<file path="config.mk">
export PLATFORM = sky130hd
export DESIGN_NAME = turfio_event_writer
export DESIGN_NICKNAME = d
export VERILOG_FILES = /design/src/evbuf_pkg.sv /design/src/payload_decode.sv /design/src/write_addr_gen.sv /design/src/completion_gen.sv /design/src/turfio_event_writer.sv
export SDC_FILE = /design/constraint.sdc
export NUM_CORES = 1
export LEC_CHECK = 0
export BUFFER_PORTS_ARGS = -buffer_cell sky130_fd_sc_hd__clkbuf_2
export CELL_PAD_IN_SITES_DETAIL_PLACEMENT = 1
export CELL_PAD_IN_SITES_GLOBAL_PLACEMENT = 1
export CORE_ASPECT_RATIO = 1.25
export CORE_UTILIZATION = 48
export DETAILED_ROUTE_END_ITERATION = 10
export GPL_TIMING_DRIVEN = 0
export PLACE_DENSITY = 0.93
export SLEW_MARGIN = 20
export SYNTH_ARGS = -nofsm -noshare
export SYNTH_HDL_FRONTEND = slang
export SYNTH_HIERARCHICAL = 1
export SYNTH_SLANG_ARGS = --single-unit
export TNS_END_PERCENT = 50
</file>
<file path="constraint.sdc">
create_clock -name memclk -period 11.2 [get_ports memclk]
set_input_delay 1.12 -clock memclk [delete_from_list [all_inputs] [get_ports memclk]]
set_output_delay 1.12 -clock memclk [all_outputs]
set_load 0.02 [all_outputs]
</file>
<file path="src/evbuf_pkg.sv">
package evbuf_pkg;

    // free-slot pool
    localparam int NUM_SLOTS = 4;
    localparam int SLOT_W    = 2;

    // the chunk of this ident closes an event
    localparam int LAST_IDENT = 6;

    // address strides in bytes
    localparam int IDENT_BYTES = 16384;
    // 8 idents per slot
    localparam int SLOT_BYTES  = 131072;

    // up to 2048 words per chunk
    localparam int OFFS_W = 11;
    localparam int CNT_W  = 14;

    typedef logic [63:0]         payload_t;
    typedef logic [4:0]          ident_t;
    typedef logic [SLOT_W-1:0]   slot_t;
    typedef logic [OFFS_W-1:0]   offset_t;
    typedef logic [31:0]         addr_t;
    typedef logic [CNT_W-1:0]    wcount_t;

    // one accepted payload word with its placement in the event buffer
    typedef struct packed {
        payload_t payload;
        ident_t   ident;
        slot_t    slot;
        offset_t  offset;
        // last word of the event
        logic     ev_end;
    } tagged_word_t;

    // completion record handed to software
    typedef struct packed {
        slot_t   slot;
        wcount_t wcount;
    } cmpl_t;

endpackage

</file>
<file path="src/payload_decode.sv">
`timescale 1ns/1ps

module payload_decode import evbuf_pkg::*; (
    input  logic         memclk,
    input  logic         rst_n_i,

    input  payload_t     payload_i,
    input  logic         payload_valid_i,
    input  logic         payload_last_i,
    input  ident_t       payload_ident_i,
    output logic         payload_has_space_o,
    output logic         overflow_o,

    input  logic         done_valid_i,
    input  slot_t        done_slot_i,

    output tagged_word_t tagged_o,
    output logic         tagged_valid_o
);

    // circular pool of free slots
    slot_t             pool_q [NUM_SLOTS];
    slot_t             rd_ptr_q;
    slot_t             wr_ptr_q;
    logic [SLOT_W:0]   fill_q;

    // open event state
    logic              ev_open_q;
    slot_t             cur_slot_q;
    offset_t           offset_q;

    logic              pool_avail;
    logic              accept;
    logic              pop;
    logic              ev_end;
    slot_t             word_slot;

    assign pool_avail = (fill_q != '0);

    // a word is only taken if it belongs to an open event or can start one
    assign accept = payload_valid_i && (ev_open_q || pool_avail);
    assign pop    = accept && !ev_open_q;
    assign ev_end = accept && payload_last_i && (payload_ident_i == ident_t'(LAST_IDENT));

    // first word of an event takes the slot at the head of the pool
    assign word_slot = ev_open_q ? cur_slot_q : pool_q[rd_ptr_q];

    assign payload_has_space_o = ev_open_q || pool_avail;

    // pool FIFO, reset hands out slots 0..NUM_SLOTS-1 in order
    always_ff @(posedge memclk or negedge rst_n_i) begin
        if (!rst_n_i) begin
            for (int i = 0; i < NUM_SLOTS; i++) begin
                pool_q[i] <= slot_t'(i);
            end
            rd_ptr_q <= '0;
            wr_ptr_q <= '0;
            fill_q   <= (SLOT_W+1)'(NUM_SLOTS);
        end else begin
            if (pop) begin
                rd_ptr_q <= rd_ptr_q + 1'b1;
            end
            if (done_valid_i) begin
                pool_q[wr_ptr_q] <= done_slot_i;
                wr_ptr_q         <= wr_ptr_q + 1'b1;
            end
            case ({done_valid_i, pop})
                2'b10:   fill_q <= fill_q + 1'b1;
                2'b01:   fill_q <= fill_q - 1'b1;
                default: fill_q <= fill_q;
            endcase
        end
    end

    // event and chunk tracking
    always_ff @(posedge memclk or negedge rst_n_i) begin
        if (!rst_n_i) begin
            ev_open_q  <= 1'b0;
            cur_slot_q <= '0;
            offset_q   <= '0;
        end else if (accept) begin
            // a single-word event opens and closes on the same edge
            ev_open_q <= !ev_end;
            if (pop) begin
                cur_slot_q <= pool_q[rd_ptr_q];
            end
            // offset restarts at every chunk boundary
            if (payload_last_i) begin
                offset_q <= '0;
            end else begin
                offset_q <= offset_q + 1'b1;
            end
        end
    end

    // strobes out
    always_ff @(posedge memclk or negedge rst_n_i) begin
        if (!rst_n_i) begin
            tagged_valid_o <= 1'b0;
            overflow_o     <= 1'b0;
        end else begin
            tagged_valid_o <= accept;
            overflow_o     <= payload_valid_i && !accept;
        end
    end

    // tagged word payload
    always_ff @(posedge memclk) begin
        if (accept) begin
            tagged_o.payload <= payload_i;
            tagged_o.ident   <= payload_ident_i;
            tagged_o.slot    <= word_slot;
            tagged_o.offset  <= offset_q;
            tagged_o.ev_end  <= ev_end;
        end
    end

endmodule

</file>
<file path="src/write_addr_gen.sv">
`timescale 1ns/1ps

module write_addr_gen import evbuf_pkg::*; #(
    // buffer base in units of 4 kB
    parameter int unsigned BASE_ADDR_4KB = 4
) (
    input  logic         memclk,
    input  logic         rst_n_i,

    input  tagged_word_t tagged_i,
    input  logic         tagged_valid_i,

    output logic         mem_wr_o,
    output addr_t        mem_addr_o,
    output payload_t     mem_data_o
);

    localparam addr_t BASE_BYTES = addr_t'(BASE_ADDR_4KB) * addr_t'(4096);

    addr_t slot_part;
    addr_t ident_part;
    addr_t word_part;
    addr_t wr_addr;

    // slot and ident select a region, the offset picks the 8-byte word in it
    assign slot_part  = addr_t'(tagged_i.slot) * addr_t'(SLOT_BYTES);
    assign ident_part = addr_t'(tagged_i.ident) * addr_t'(IDENT_BYTES);
    assign word_part  = addr_t'(tagged_i.offset) << 3;
    assign wr_addr    = BASE_BYTES + slot_part + ident_part + word_part;

    always_ff @(posedge memclk or negedge rst_n_i) begin
        if (!rst_n_i) begin
            mem_wr_o <= 1'b0;
        end else begin
            mem_wr_o <= tagged_valid_i;
        end
    end

    // address and data only matter while mem_wr_o is high
    always_ff @(posedge memclk) begin
        if (tagged_valid_i) begin
            mem_addr_o <= wr_addr;
            mem_data_o <= tagged_i.payload;
        end
    end

endmodule

</file>
<file path="src/completion_gen.sv">
`timescale 1ns/1ps

module completion_gen import evbuf_pkg::*; (
    input  logic         memclk,
    input  logic         rst_n_i,

    input  tagged_word_t tagged_i,
    input  logic         tagged_valid_i,

    output cmpl_t        cmpl_o,
    output logic         cmpl_valid_o
);

    // words of the open event seen so far
    wcount_t count_q;
    wcount_t count_next;

    logic    close_ev;

    assign count_next = count_q + 1'b1;
    assign close_ev   = tagged_valid_i && tagged_i.ev_end;

    always_ff @(posedge memclk or negedge rst_n_i) begin
        if (!rst_n_i) begin
            count_q <= '0;
        end else if (tagged_valid_i) begin
            if (tagged_i.ev_end) begin
                count_q <= '0;
            end else begin
                count_q <= count_next;
            end
        end
    end

    always_ff @(posedge memclk or negedge rst_n_i) begin
        if (!rst_n_i) begin
            cmpl_valid_o <= 1'b0;
        end else begin
            // lines up with the final word's memory write
            cmpl_valid_o <= close_ev;
        end
    end

    // total includes the closing word
    always_ff @(posedge memclk) begin
        if (close_ev) begin
            cmpl_o.slot   <= tagged_i.slot;
            cmpl_o.wcount <= count_next;
        end
    end

endmodule

</file>
<file path="src/turfio_event_writer.sv">
`timescale 1ns/1ps

module turfio_event_writer import evbuf_pkg::*; #(
    parameter int unsigned BASE_ADDR_4KB = 4
) (
    input  logic     memclk,
    input  logic     rst_n_i,

    // payload stream from the event accumulator
    input  payload_t payload_i,
    input  logic     payload_valid_i,
    input  logic     payload_last_i,
    input  ident_t   payload_ident_i,
    output logic     payload_has_space_o,
    output logic     overflow_o,

    // slot release from software
    input  logic     done_valid_i,
    input  slot_t    done_slot_i,

    // memory write port
    output logic     mem_wr_o,
    output addr_t    mem_addr_o,
    output payload_t mem_data_o,

    // event completion
    output cmpl_t    cmpl_o,
    output logic     cmpl_valid_o
);

    tagged_word_t tagged_w;
    logic         tagged_valid_w;

    // decode: slot pool and word tagging
    payload_decode u_decode (
        .memclk              (memclk),
        .rst_n_i             (rst_n_i),
        .payload_i           (payload_i),
        .payload_valid_i     (payload_valid_i),
        .payload_last_i      (payload_last_i),
        .payload_ident_i     (payload_ident_i),
        .payload_has_space_o (payload_has_space_o),
        .overflow_o          (overflow_o),
        .done_valid_i        (done_valid_i),
        .done_slot_i         (done_slot_i),
        .tagged_o            (tagged_w),
        .tagged_valid_o      (tagged_valid_w)
    );

    // execute: one write per tagged word
    write_addr_gen #(
        .BASE_ADDR_4KB (BASE_ADDR_4KB)
    ) u_addr_gen (
        .memclk         (memclk),
        .rst_n_i        (rst_n_i),
        .tagged_i       (tagged_w),
        .tagged_valid_i (tagged_valid_w),
        .mem_wr_o       (mem_wr_o),
        .mem_addr_o     (mem_addr_o),
        .mem_data_o     (mem_data_o)
    );

    // result: word count and completion record
    completion_gen u_cmpl_gen (
        .memclk         (memclk),
        .rst_n_i        (rst_n_i),
        .tagged_i       (tagged_w),
        .tagged_valid_i (tagged_valid_w),
        .cmpl_o         (cmpl_o),
        .cmpl_valid_o   (cmpl_valid_o)
    );

endmodule

</file>
==> parameters.txt, run 1 <==
Parameter                              Value

Logic synthesis
  Synthesized-area fraction occupied by and/or/nand/nor cells ... 0.0659
  Synthesis-stage register bit count ... 227
  Parity-gate share of the synthesized area counting xor and xnor cells ... 0.0224
  EDFF count, synth ... 180
  Yosys warnings ... 6
  Sequential element share of the synthesized area ... 0.803
  Adder-cell area share of the yosys netlist ... 0.0177
  Distinct cells, synth ... 53
  Share of flip-flops with an asynchronous set or reset after synthesis ... 0.207
  Mean cell area of the mapped netlist ... 18.1 sq um
  Post-synthesis cell area ... 8210 sq um
  Most used flip-flop cell after synthesis ... sky130_fd_sc_hd__edfxtp_1
  Combinational family with the most area after synthesis ... simple AND/OR/NAND/NOR gates
  Post-synthesis mux area share ... 0.0256
  Area fraction in compound gates after synthesis ... 0.0392
  Gate Count Post-Synth ... 453

Clocking
  Gates resized, CTS repair ... 0
  Number of buffers added by the clock tree synthesis step ... 23
  Post-CTS setup-driven buffer insertion count ... 0
  CTS tree ... built
  Clk Latency, worst-skew pair ... 0.49 ns
  Maximum level of the CTS H-tree ... 1
  Longest Clk Path Bufs ... 3
  Hold-fix buffers, CTS ... 0
  Root Buffer ... sky130_fd_sc_hd__clkbuf_16
  Clock transition time at the flip-flop clock pins of the worst setup and hold paths ... 0.07 ns
  Sink count of the clock tree ... 227

Final layout
  Area growth from synthesis to layout ... 23.6%
  Fraction of final layout cells sized beyond drive strength 1 ... 0.373
  Design area ... 10100 sq um
  Final net count ... 756

Timing
  Hold violation total from the final report ... 0
  Peak clock frequency supported by timing ... 352 MHz
  Final clock period utilization by the worst path ... 0.253
  Transition time at the pin with the least slew margin ... 0.866 ns
  Final setup violation count ... 0
  Post-route clock skew ... 0.00888 ns
  Tmin final ... 2.84 ns
  Post-layout worst setup margin ... 8.36 ns
  Setup_tns ... 0 ns
  Worst slack on hold paths ... 0.414 ns
  Unrepaired setup endpoints after global routing ... no
  Count of pins over their slew limit ... 0
  Relative max-transition margin ... 0.423

Global route
  Vias in the first global route ... 5152
  Wire length of the first global-routing pass ... 30800 microns
  Largest net degree at the start of global routing ... 63
  Antenna violations before repair ... 1
  Tot GR Track Use ... 0.237
  Remaining Overflow, GRT ... 0

Critical path
  Count of buffer and inverter cells on the critical path ... 2
  Highest net fanout along the worst path ... 5
  Arrival time of the worst setup path ... 1.72 ns
  Max incr delay on CP ... 0.51 ns
  Data required time of the worst path ... 10.08 ns
  Crit Path Category ... flop to primary output
  Setup crit end kind ... primary output
  Startpoint of the worst setup timing path ... u_decode/fill_q[1]
  Crit Reg-Reg Startpoint ... u_decode/tagged_valid_o
  Kind of cell with the highest combined delay on the critical path ... simple AND/OR/NAND/NOR gates
  Slowest stage cell, crit path ... sky130_fd_sc_hd__nor4_1
  Cells traversed along the worst timing path ... nor4_1 > inv_1 > clkbuf_2
  Startpoint Class ... flop

Place
  GPL Wtd Cong ... 0.800
  Worst-case setup slack after placement ... 8.51 ns
  PortBufs ... 175
  Area after detailed placement ... 9470 sq um
  HPWL after detailed placement ... 13200 microns

Floorplan
  Floorplan row count ... 53
  Width of the chip ... 119 microns
  Placeable core region ... 16800 sq um
  DIE AREA ... 17600 sq um
  Initial core utilization ... 0.489
  Die height ... 148 microns
  I/O pin count ... 192

Power
  Static leakage power ... 4.19 nW
  Pwr dens ... 190 nW/um^2
  Maximum vdd ir drop ... 117 uV
  Overall power of the completed layout ... 1.93 mW

Drt
  Drt initial violations ... 323
  Remaining number of nets flagged by the antenna check after routing ... 0
  Detail-routed via count per cell ... 5.25
  Aggregate routed wire length ... 20600 microns
  Drc violations ... 0
  Number of detailed-routing iterations run before antenna repair ... 4
  DR WL/cell ... 22.7 microns
  Via count of the routed design ... 4756

Status
  Run status ... completed

Min path
  Worst hold path type ... flop to flop
  Start point of the worst min-delay path ... u_decode/tagged_o[51]

Job
  Max capacitance violation total ... 0
area by class of cell:
cell class | instances | area (sq um)
fillers | 1578 | 6630
flip-flops and latches | 227 | 6590
multi-input cells | 203 | 1460
repair buffers | 177 | 933
clock buffers | 29 | 608
well taps | 220 | 275
plain buffers | 24 | 164
clock inverters | 11 | 58.8
inverters | 13 | 51.3
diodes | 2 | 5.00
Yosys cell counts (6+ instances only):
| cell type | n | area, sq um |
|---|---|---|
| sky130_fd_sc_hd__nand4_1 | 6 | 37.5 |
| sky130_fd_sc_hd__nand2b_1 | 6 | 37.5 |
| sky130_fd_sc_hd__nor2_1 | 12 | 45.0 |
| sky130_fd_sc_hd__nor2b_1 | 7 | 43.8 |
| sky130_fd_sc_hd__xnor2_1 | 12 | 105 |
| sky130_fd_sc_hd__mux2_2 | 12 | 135 |
| sky130_fd_sc_hd__nand3_1 | 14 | 70.1 |
| sky130_fd_sc_hd__buf_4 | 17 | 128 |
| sky130_fd_sc_hd__inv_1 | 13 | 48.8 |
| sky130_fd_sc_hd__nand2_1 | 22 | 82.6 |
| sky130_fd_sc_hd__edfxtp_1 | 180 | 5410 |
| sky130_fd_sc_hd__dfrtp_1 | 42 | 1050 |
| sky130_fd_sc_hd__xor2_1 | 9 | 78.8 |
| sky130_fd_sc_hd__ha_1 | 10 | 125 |
| sky130_fd_sc_hd__nor3_1 | 9 | 45.0 |
| sky130_fd_sc_hd__o21ai_0 | 13 | 65.1 |
routing by layer:
layer | vias to the layer above | routed length, microns | global-route usage
met3 | 30 | 1310 | 0.0529
met1 | 2386 | 7720 | 0.266
li1 | 2119 | - | -
met4 | 0 | 420 | 0.0671
met5 | - | 0 | 0
met2 | 221 | 11100 | 0.449
where the power goes:
part | leakage [nW] | internal, mW | total, mW | switching, mW
registers | 2.37 | 0.999 | 1.05 | 0.0535
logic | 1.50 | 0.0804 | 0.188 | 0.107
clock network | 0.325 | 0.384 | 0.686 | 0.302
cells by family after synthesis:
family	after synthesis
DFF	227
and+or+nand+nor	97
AOI/OAI and AO/OA	42
buffers and inverters	37
xor gates and xnor gates	21
muxes	17
adders and majority gates	11
other	1
state kept, by name, indices dropped and copies added, names as in the netlist, 2 cells and up:
name / flops
u_decode/fill_q: 3
u_cmpl_gen/count_q: 14
u_addr_gen/mem_data_o: 64
u_decode/wr_ptr_q: 2
u_addr_gen/mem_addr_o: 17
u_decode/rd_ptr_q: 2
u_decode/pool_q: 8
u_decode/offset_q: 11
u_cmpl_gen/cmpl_o: 16
u_decode/tagged_o: 83
u_decode/cur_slot_q: 2
path summary, 6_finish.rpt:
path,slack [ns],end,cells past startpoint
min in group asynchronous,0.70,u_decode/overflow_o,1
max in group asynchronous,9.97,u_decode/tagged_valid_o,1
min reg2reg,0.41,u_addr_gen/mem_data_o[32],0
max,8.36,payload_has_space_o,3
min,0.41,u_addr_gen/mem_data_o[32],0
max reg2reg,8.72,u_cmpl_gen/cmpl_o[3],3
placed cells by master (no fill, tap or decap), drive strengths merged, types with 10 or more instances in the layout:
| cell | instances |
|---|---|
| nand2 | 22 |
| edfxtp | 180 |
| o21ai | 13 |
| inv | 14 |
| dfrtp | 42 |
| xnor2 | 12 |
| ha | 10 |
| buf | 22 |
| nand3 | 14 |
| mux2 | 12 |
| conb | 15 |
| clkbuf | 208 |
| nor2 | 12 |
through the flow:
stage | util | instances
final | 0.605 | 906
after global routing | 0.605 | 905
after CTS | 0.604 | 904
after detailed placement | 0.565 | 864
after global placement | 0.561 | 862
after floorplan | - | 467
worst register-to-register path, cell delays in order (launching register included):
cell,delay [ns]
sky130_fd_sc_hd__dfrtp_4,0.69
sky130_fd_sc_hd__buf_4,0.27
sky130_fd_sc_hd__clkbuf_1,0.36
sky130_fd_sc_hd__and2_1,0.77
Note: power is estimated with default switching activity, not from simulation.
==> run 2, diff against run 1 <==
CORE_UTILIZATION = 40   (was 48)
PLACE_DENSITY = 0.84   (was 0.93)
clock period = 2.4 ns   (was 11.2 ns; I/O delays follow)
==> run 2 against run 1 <==
Net effect: hold slack lost 0.37 ns; clock skew grew 0.016 ns; first-iteration DRC count shrank 21%; critical path depth is the same; critical path type is now flop to flop.
==> parameters.txt, run 2 (synthesis results as in run 1) <==
Parameter                              Value

Drt
  DR WL/cell ... 22.0 microns (-3.3%)
  Via count of the routed design ... 5101 (+7.3%)
  Aggregate routed wire length ... 22600 microns (+9.7%)
  Detail-routed via count per cell ... 4.96 (-5.5%)
  Remaining number of nets flagged by the antenna check after routing ... 0 (unchanged)
  Drt initial violations ... 256 (-21%)
  Drc violations ... 0 (unchanged)
  Number of detailed-routing iterations run before antenna repair ... 4 (unchanged)

Clocking
  Root Buffer ... sky130_fd_sc_hd__clkbuf_16
  Sink count of the clock tree ... 227 (unchanged)
  Clock transition time at the flip-flop clock pins of the worst setup and hold paths ... 0.06 ns (about the same)
  Maximum level of the CTS H-tree ... 1 (unchanged)
  CTS tree ... built
  Longest Clk Path Bufs ... 3 (unchanged)
  Clk Latency, worst-skew pair ... 0.51 ns (+0.02 ns)
  Number of buffers added by the clock tree synthesis step ... 22 (-4.3%)

Final layout
  Count of filler cells inserted in the layout ... 1915 (+21%)
  Design area ... 11000 sq um (+8.7%)
  Highest-count cells in the layout ignoring fill and taps ... sky130_fd_sc_hd__edfxtp_1, sky130_fd_sc_hd__clkbuf_2, sky130_fd_sc_hd__dlygate4sd3_1, sky130_fd_sc_hd__dfrtp_1, sky130_fd_sc_hd__clkbuf_16
  Area growth from synthesis to layout ... 34.4%
  Registers with the most flip-flops ... u_decode/tagged_o (83), u_addr_gen/mem_data_o (64), u_addr_gen/mem_addr_o (17)
  Antenna fix cells ... 0 (-2)
  Final net count ... 830 (+9.8%)
  Max FFs per register ... 83 (unchanged)
  Commonest non-fill, non-tap cell in the layout ... sky130_fd_sc_hd__edfxtp_1
  Fraction of final layout cells sized beyond drive strength 1 ... 0.346 (-0.0272)
  Register with the highest flop count ... u_decode/tagged_o

Critical path
  End of the worst register-to-register path ... u_cmpl_gen/cmpl_o[15]
  Data required time of the worst path ... 2.54 ns (-7.54 ns)
  Reg2Reg Depth ... 3 (unchanged)
  Startpoint Class ... flop
  Slowest stage cell, crit path ... sky130_fd_sc_hd__dfrtp_4
  Setup crit end kind ... flop
  Crit Reg-Reg Startpoint ... u_decode/tagged_valid_o
  Max incr delay on CP ... 0.66 ns (+0.15 ns)
  Worst setup path endpoint ... u_cmpl_gen/cmpl_o[15]
  Startpoint of the worst setup timing path ... u_decode/tagged_valid_o
  Arrival time of the worst setup path ... 2.32 ns (+0.60 ns)
  Critical Path Stages ... 3 (unchanged)
  Highest net fanout along the worst path ... 23 (+18)
  Cells traversed along the worst timing path ... buf_4 > clkbuf_1 > and2_2
  R2r setup slk ... 0.22 ns (-8.50 ns)
  Count of buffer and inverter cells on the critical path ... 2 (unchanged)
  Kind of cell with the highest combined delay on the critical path ... flip-flops
  Crit Path Category ... flop to flop

Timing
  Count of pins over their slew limit ... 0 (unchanged)
  Unrepaired setup endpoints after global routing ... no
  Final setup violation count ... 0 (unchanged)
  Post-route clock skew ... 0.0245 ns (+0.0156 ns)
  Worst slack on hold paths ... 0.0474 ns (-0.367 ns)
  Final clock period utilization by the worst path ... 0.908
  Peak clock frequency supported by timing ... 459 MHz
  Transition time at the pin with the least slew margin ... 0.728 ns (-0.137 ns)
  Setup_tns ... 0 ns (unchanged)
  Hold violation total from the final report ... 0 (unchanged)
  Tmin final ... 2.18 ns
  Relative max-transition margin ... 0.515 (+0.0915)

Global route
  Tot GR Track Use ... 0.214 (-0.0230)
  Largest net degree at the start of global routing ... 48 (-24%)
  Antenna violations before repair ... 0 (-1)
  Remaining Overflow, GRT ... 0 (unchanged)
  Vias in the first global route ... 5520 (+7.1%)
  Wire length of the first global-routing pass ... 33200 microns (+7.9%)

Power
  Maximum vdd ir drop ... 511 uV (+340%)
  Pwr dens ... 847 nW/um^2 (+350%)
  Static leakage power ... 4.53 nW (+8.1%)

Floorplan
  Floorplan row count ... 58 (+9.4%)
  I/O pin count ... 192 (unchanged)
  Initial core utilization ... 0.408 (-0.0809)
  Width of the chip ... 130 microns (+9.4%)
  DIE AREA ... 21100 sq um (+20%)
  Die height ... 162 microns (+9.4%)
  Placeable core region ... 20100 sq um (+20%)

Min path
  Start point of the worst min-delay path ... done_slot_i[0]
  Worst hold path type ... input port to flop

Place
  GPL Wtd Cong ... 0.748 (-6.5%)
  HPWL after detailed placement ... 12800 microns (-2.8%)
  Area after detailed placement ... 9560 sq um (+0.94%)
  PortBufs ... 175 (unchanged)

Status
  Run status ... completed

Job
  Max capacitance violation total ... 0 (unchanged)
## run 2: cell types whose count changed in the layout (fill, tap and decap cells not counted), sizes merged
cell,before,now
buf,22,27
bufinv,0,1
clkinv,9,7
clkinvlp,1,3
diode,2,0
dlygate4sd3,0,70
inv,14,12
## run 2: cell type report
type | count | area (sq um) | share of cell area
Buffer | 24 | 168 | 0.0152
Clock buffer | 29 | 608 | 0.0552
Clock inverter | 10 | 78.8 | 0.00715
Inverter | 13 | 52.6 | 0.00477
Multi-Input combinational cell | 203 | 1460 | 0.132
Sequential cell | 227 | 6590 | 0.598
Tap cell | 270 | 338 | 0.0306
Timing Repair Buffer | 252 | 1730 | 0.157
## run 2: what timing repair did
action | 4_1_cts | 5_1_grt
resized for setup | 1 | 0
hold endpoints to repair | 111 | 0
setup buffers | 4 | 0
hold buffers | 70 | 0
setup endpoints to repair | 45 | 0
## run 2: metrics by stage
step	util	power, mW	cells	worst slack (ns)
final	0.548	9.33	1028	0.220
after global routing	0.548	9.65	1028	0.0628
after CTS	0.548	9.31	1028	0.183
after detailed placement	0.476	5.88	915	-0.679
after global placement	0.472	5.75	912	-0.982
after floorplan	-	5.48	467	-0.311
## run 2: worst min path at each step
stage | end | depth (start not counted)
after global routing | u_decode/pool_q[0] | 2
after floorplan | u_addr_gen/mem_wr_o | 0
final | u_decode/pool_q[0] | 2
after detailed placement | u_decode/overflow_o | 1
after global placement | u_addr_gen/mem_data_o[12] | 0
after CTS | u_decode/pool_q[3] | 2
## run 2: worst register-to-register path: cells and delay by family (launching register included)
family | cells | cell delay (ns)
buffers and inverters | 2 | 0.65
DFF | 1 | 0.66
and+or+nand+nor | 1 | 0.53
## run 2: report_power, final
| part | leakage, nW | switching (mW) | total [mW] | internal [mW] |
|---|---|---|---|---|
| logic | 1.83 | 0.553 | 1.02 | 0.472 |
| clock network | 0.329 | 1.50 | 3.39 | 1.89 |
| registers | 2.36 | 0.254 | 4.92 | 4.66 |
## run 2: layer usage
layer / vias to the layer above / part of all wire / global-route usage
met2: 247 / 0.52 / 0.393
met4: 0 / 0.026 / 0.0661
met1: 2544 / 0.38 / 0.246
met3: 39 / 0.078 / 0.0445
li1: 2271 / - / -
met5: - / 0 / 0
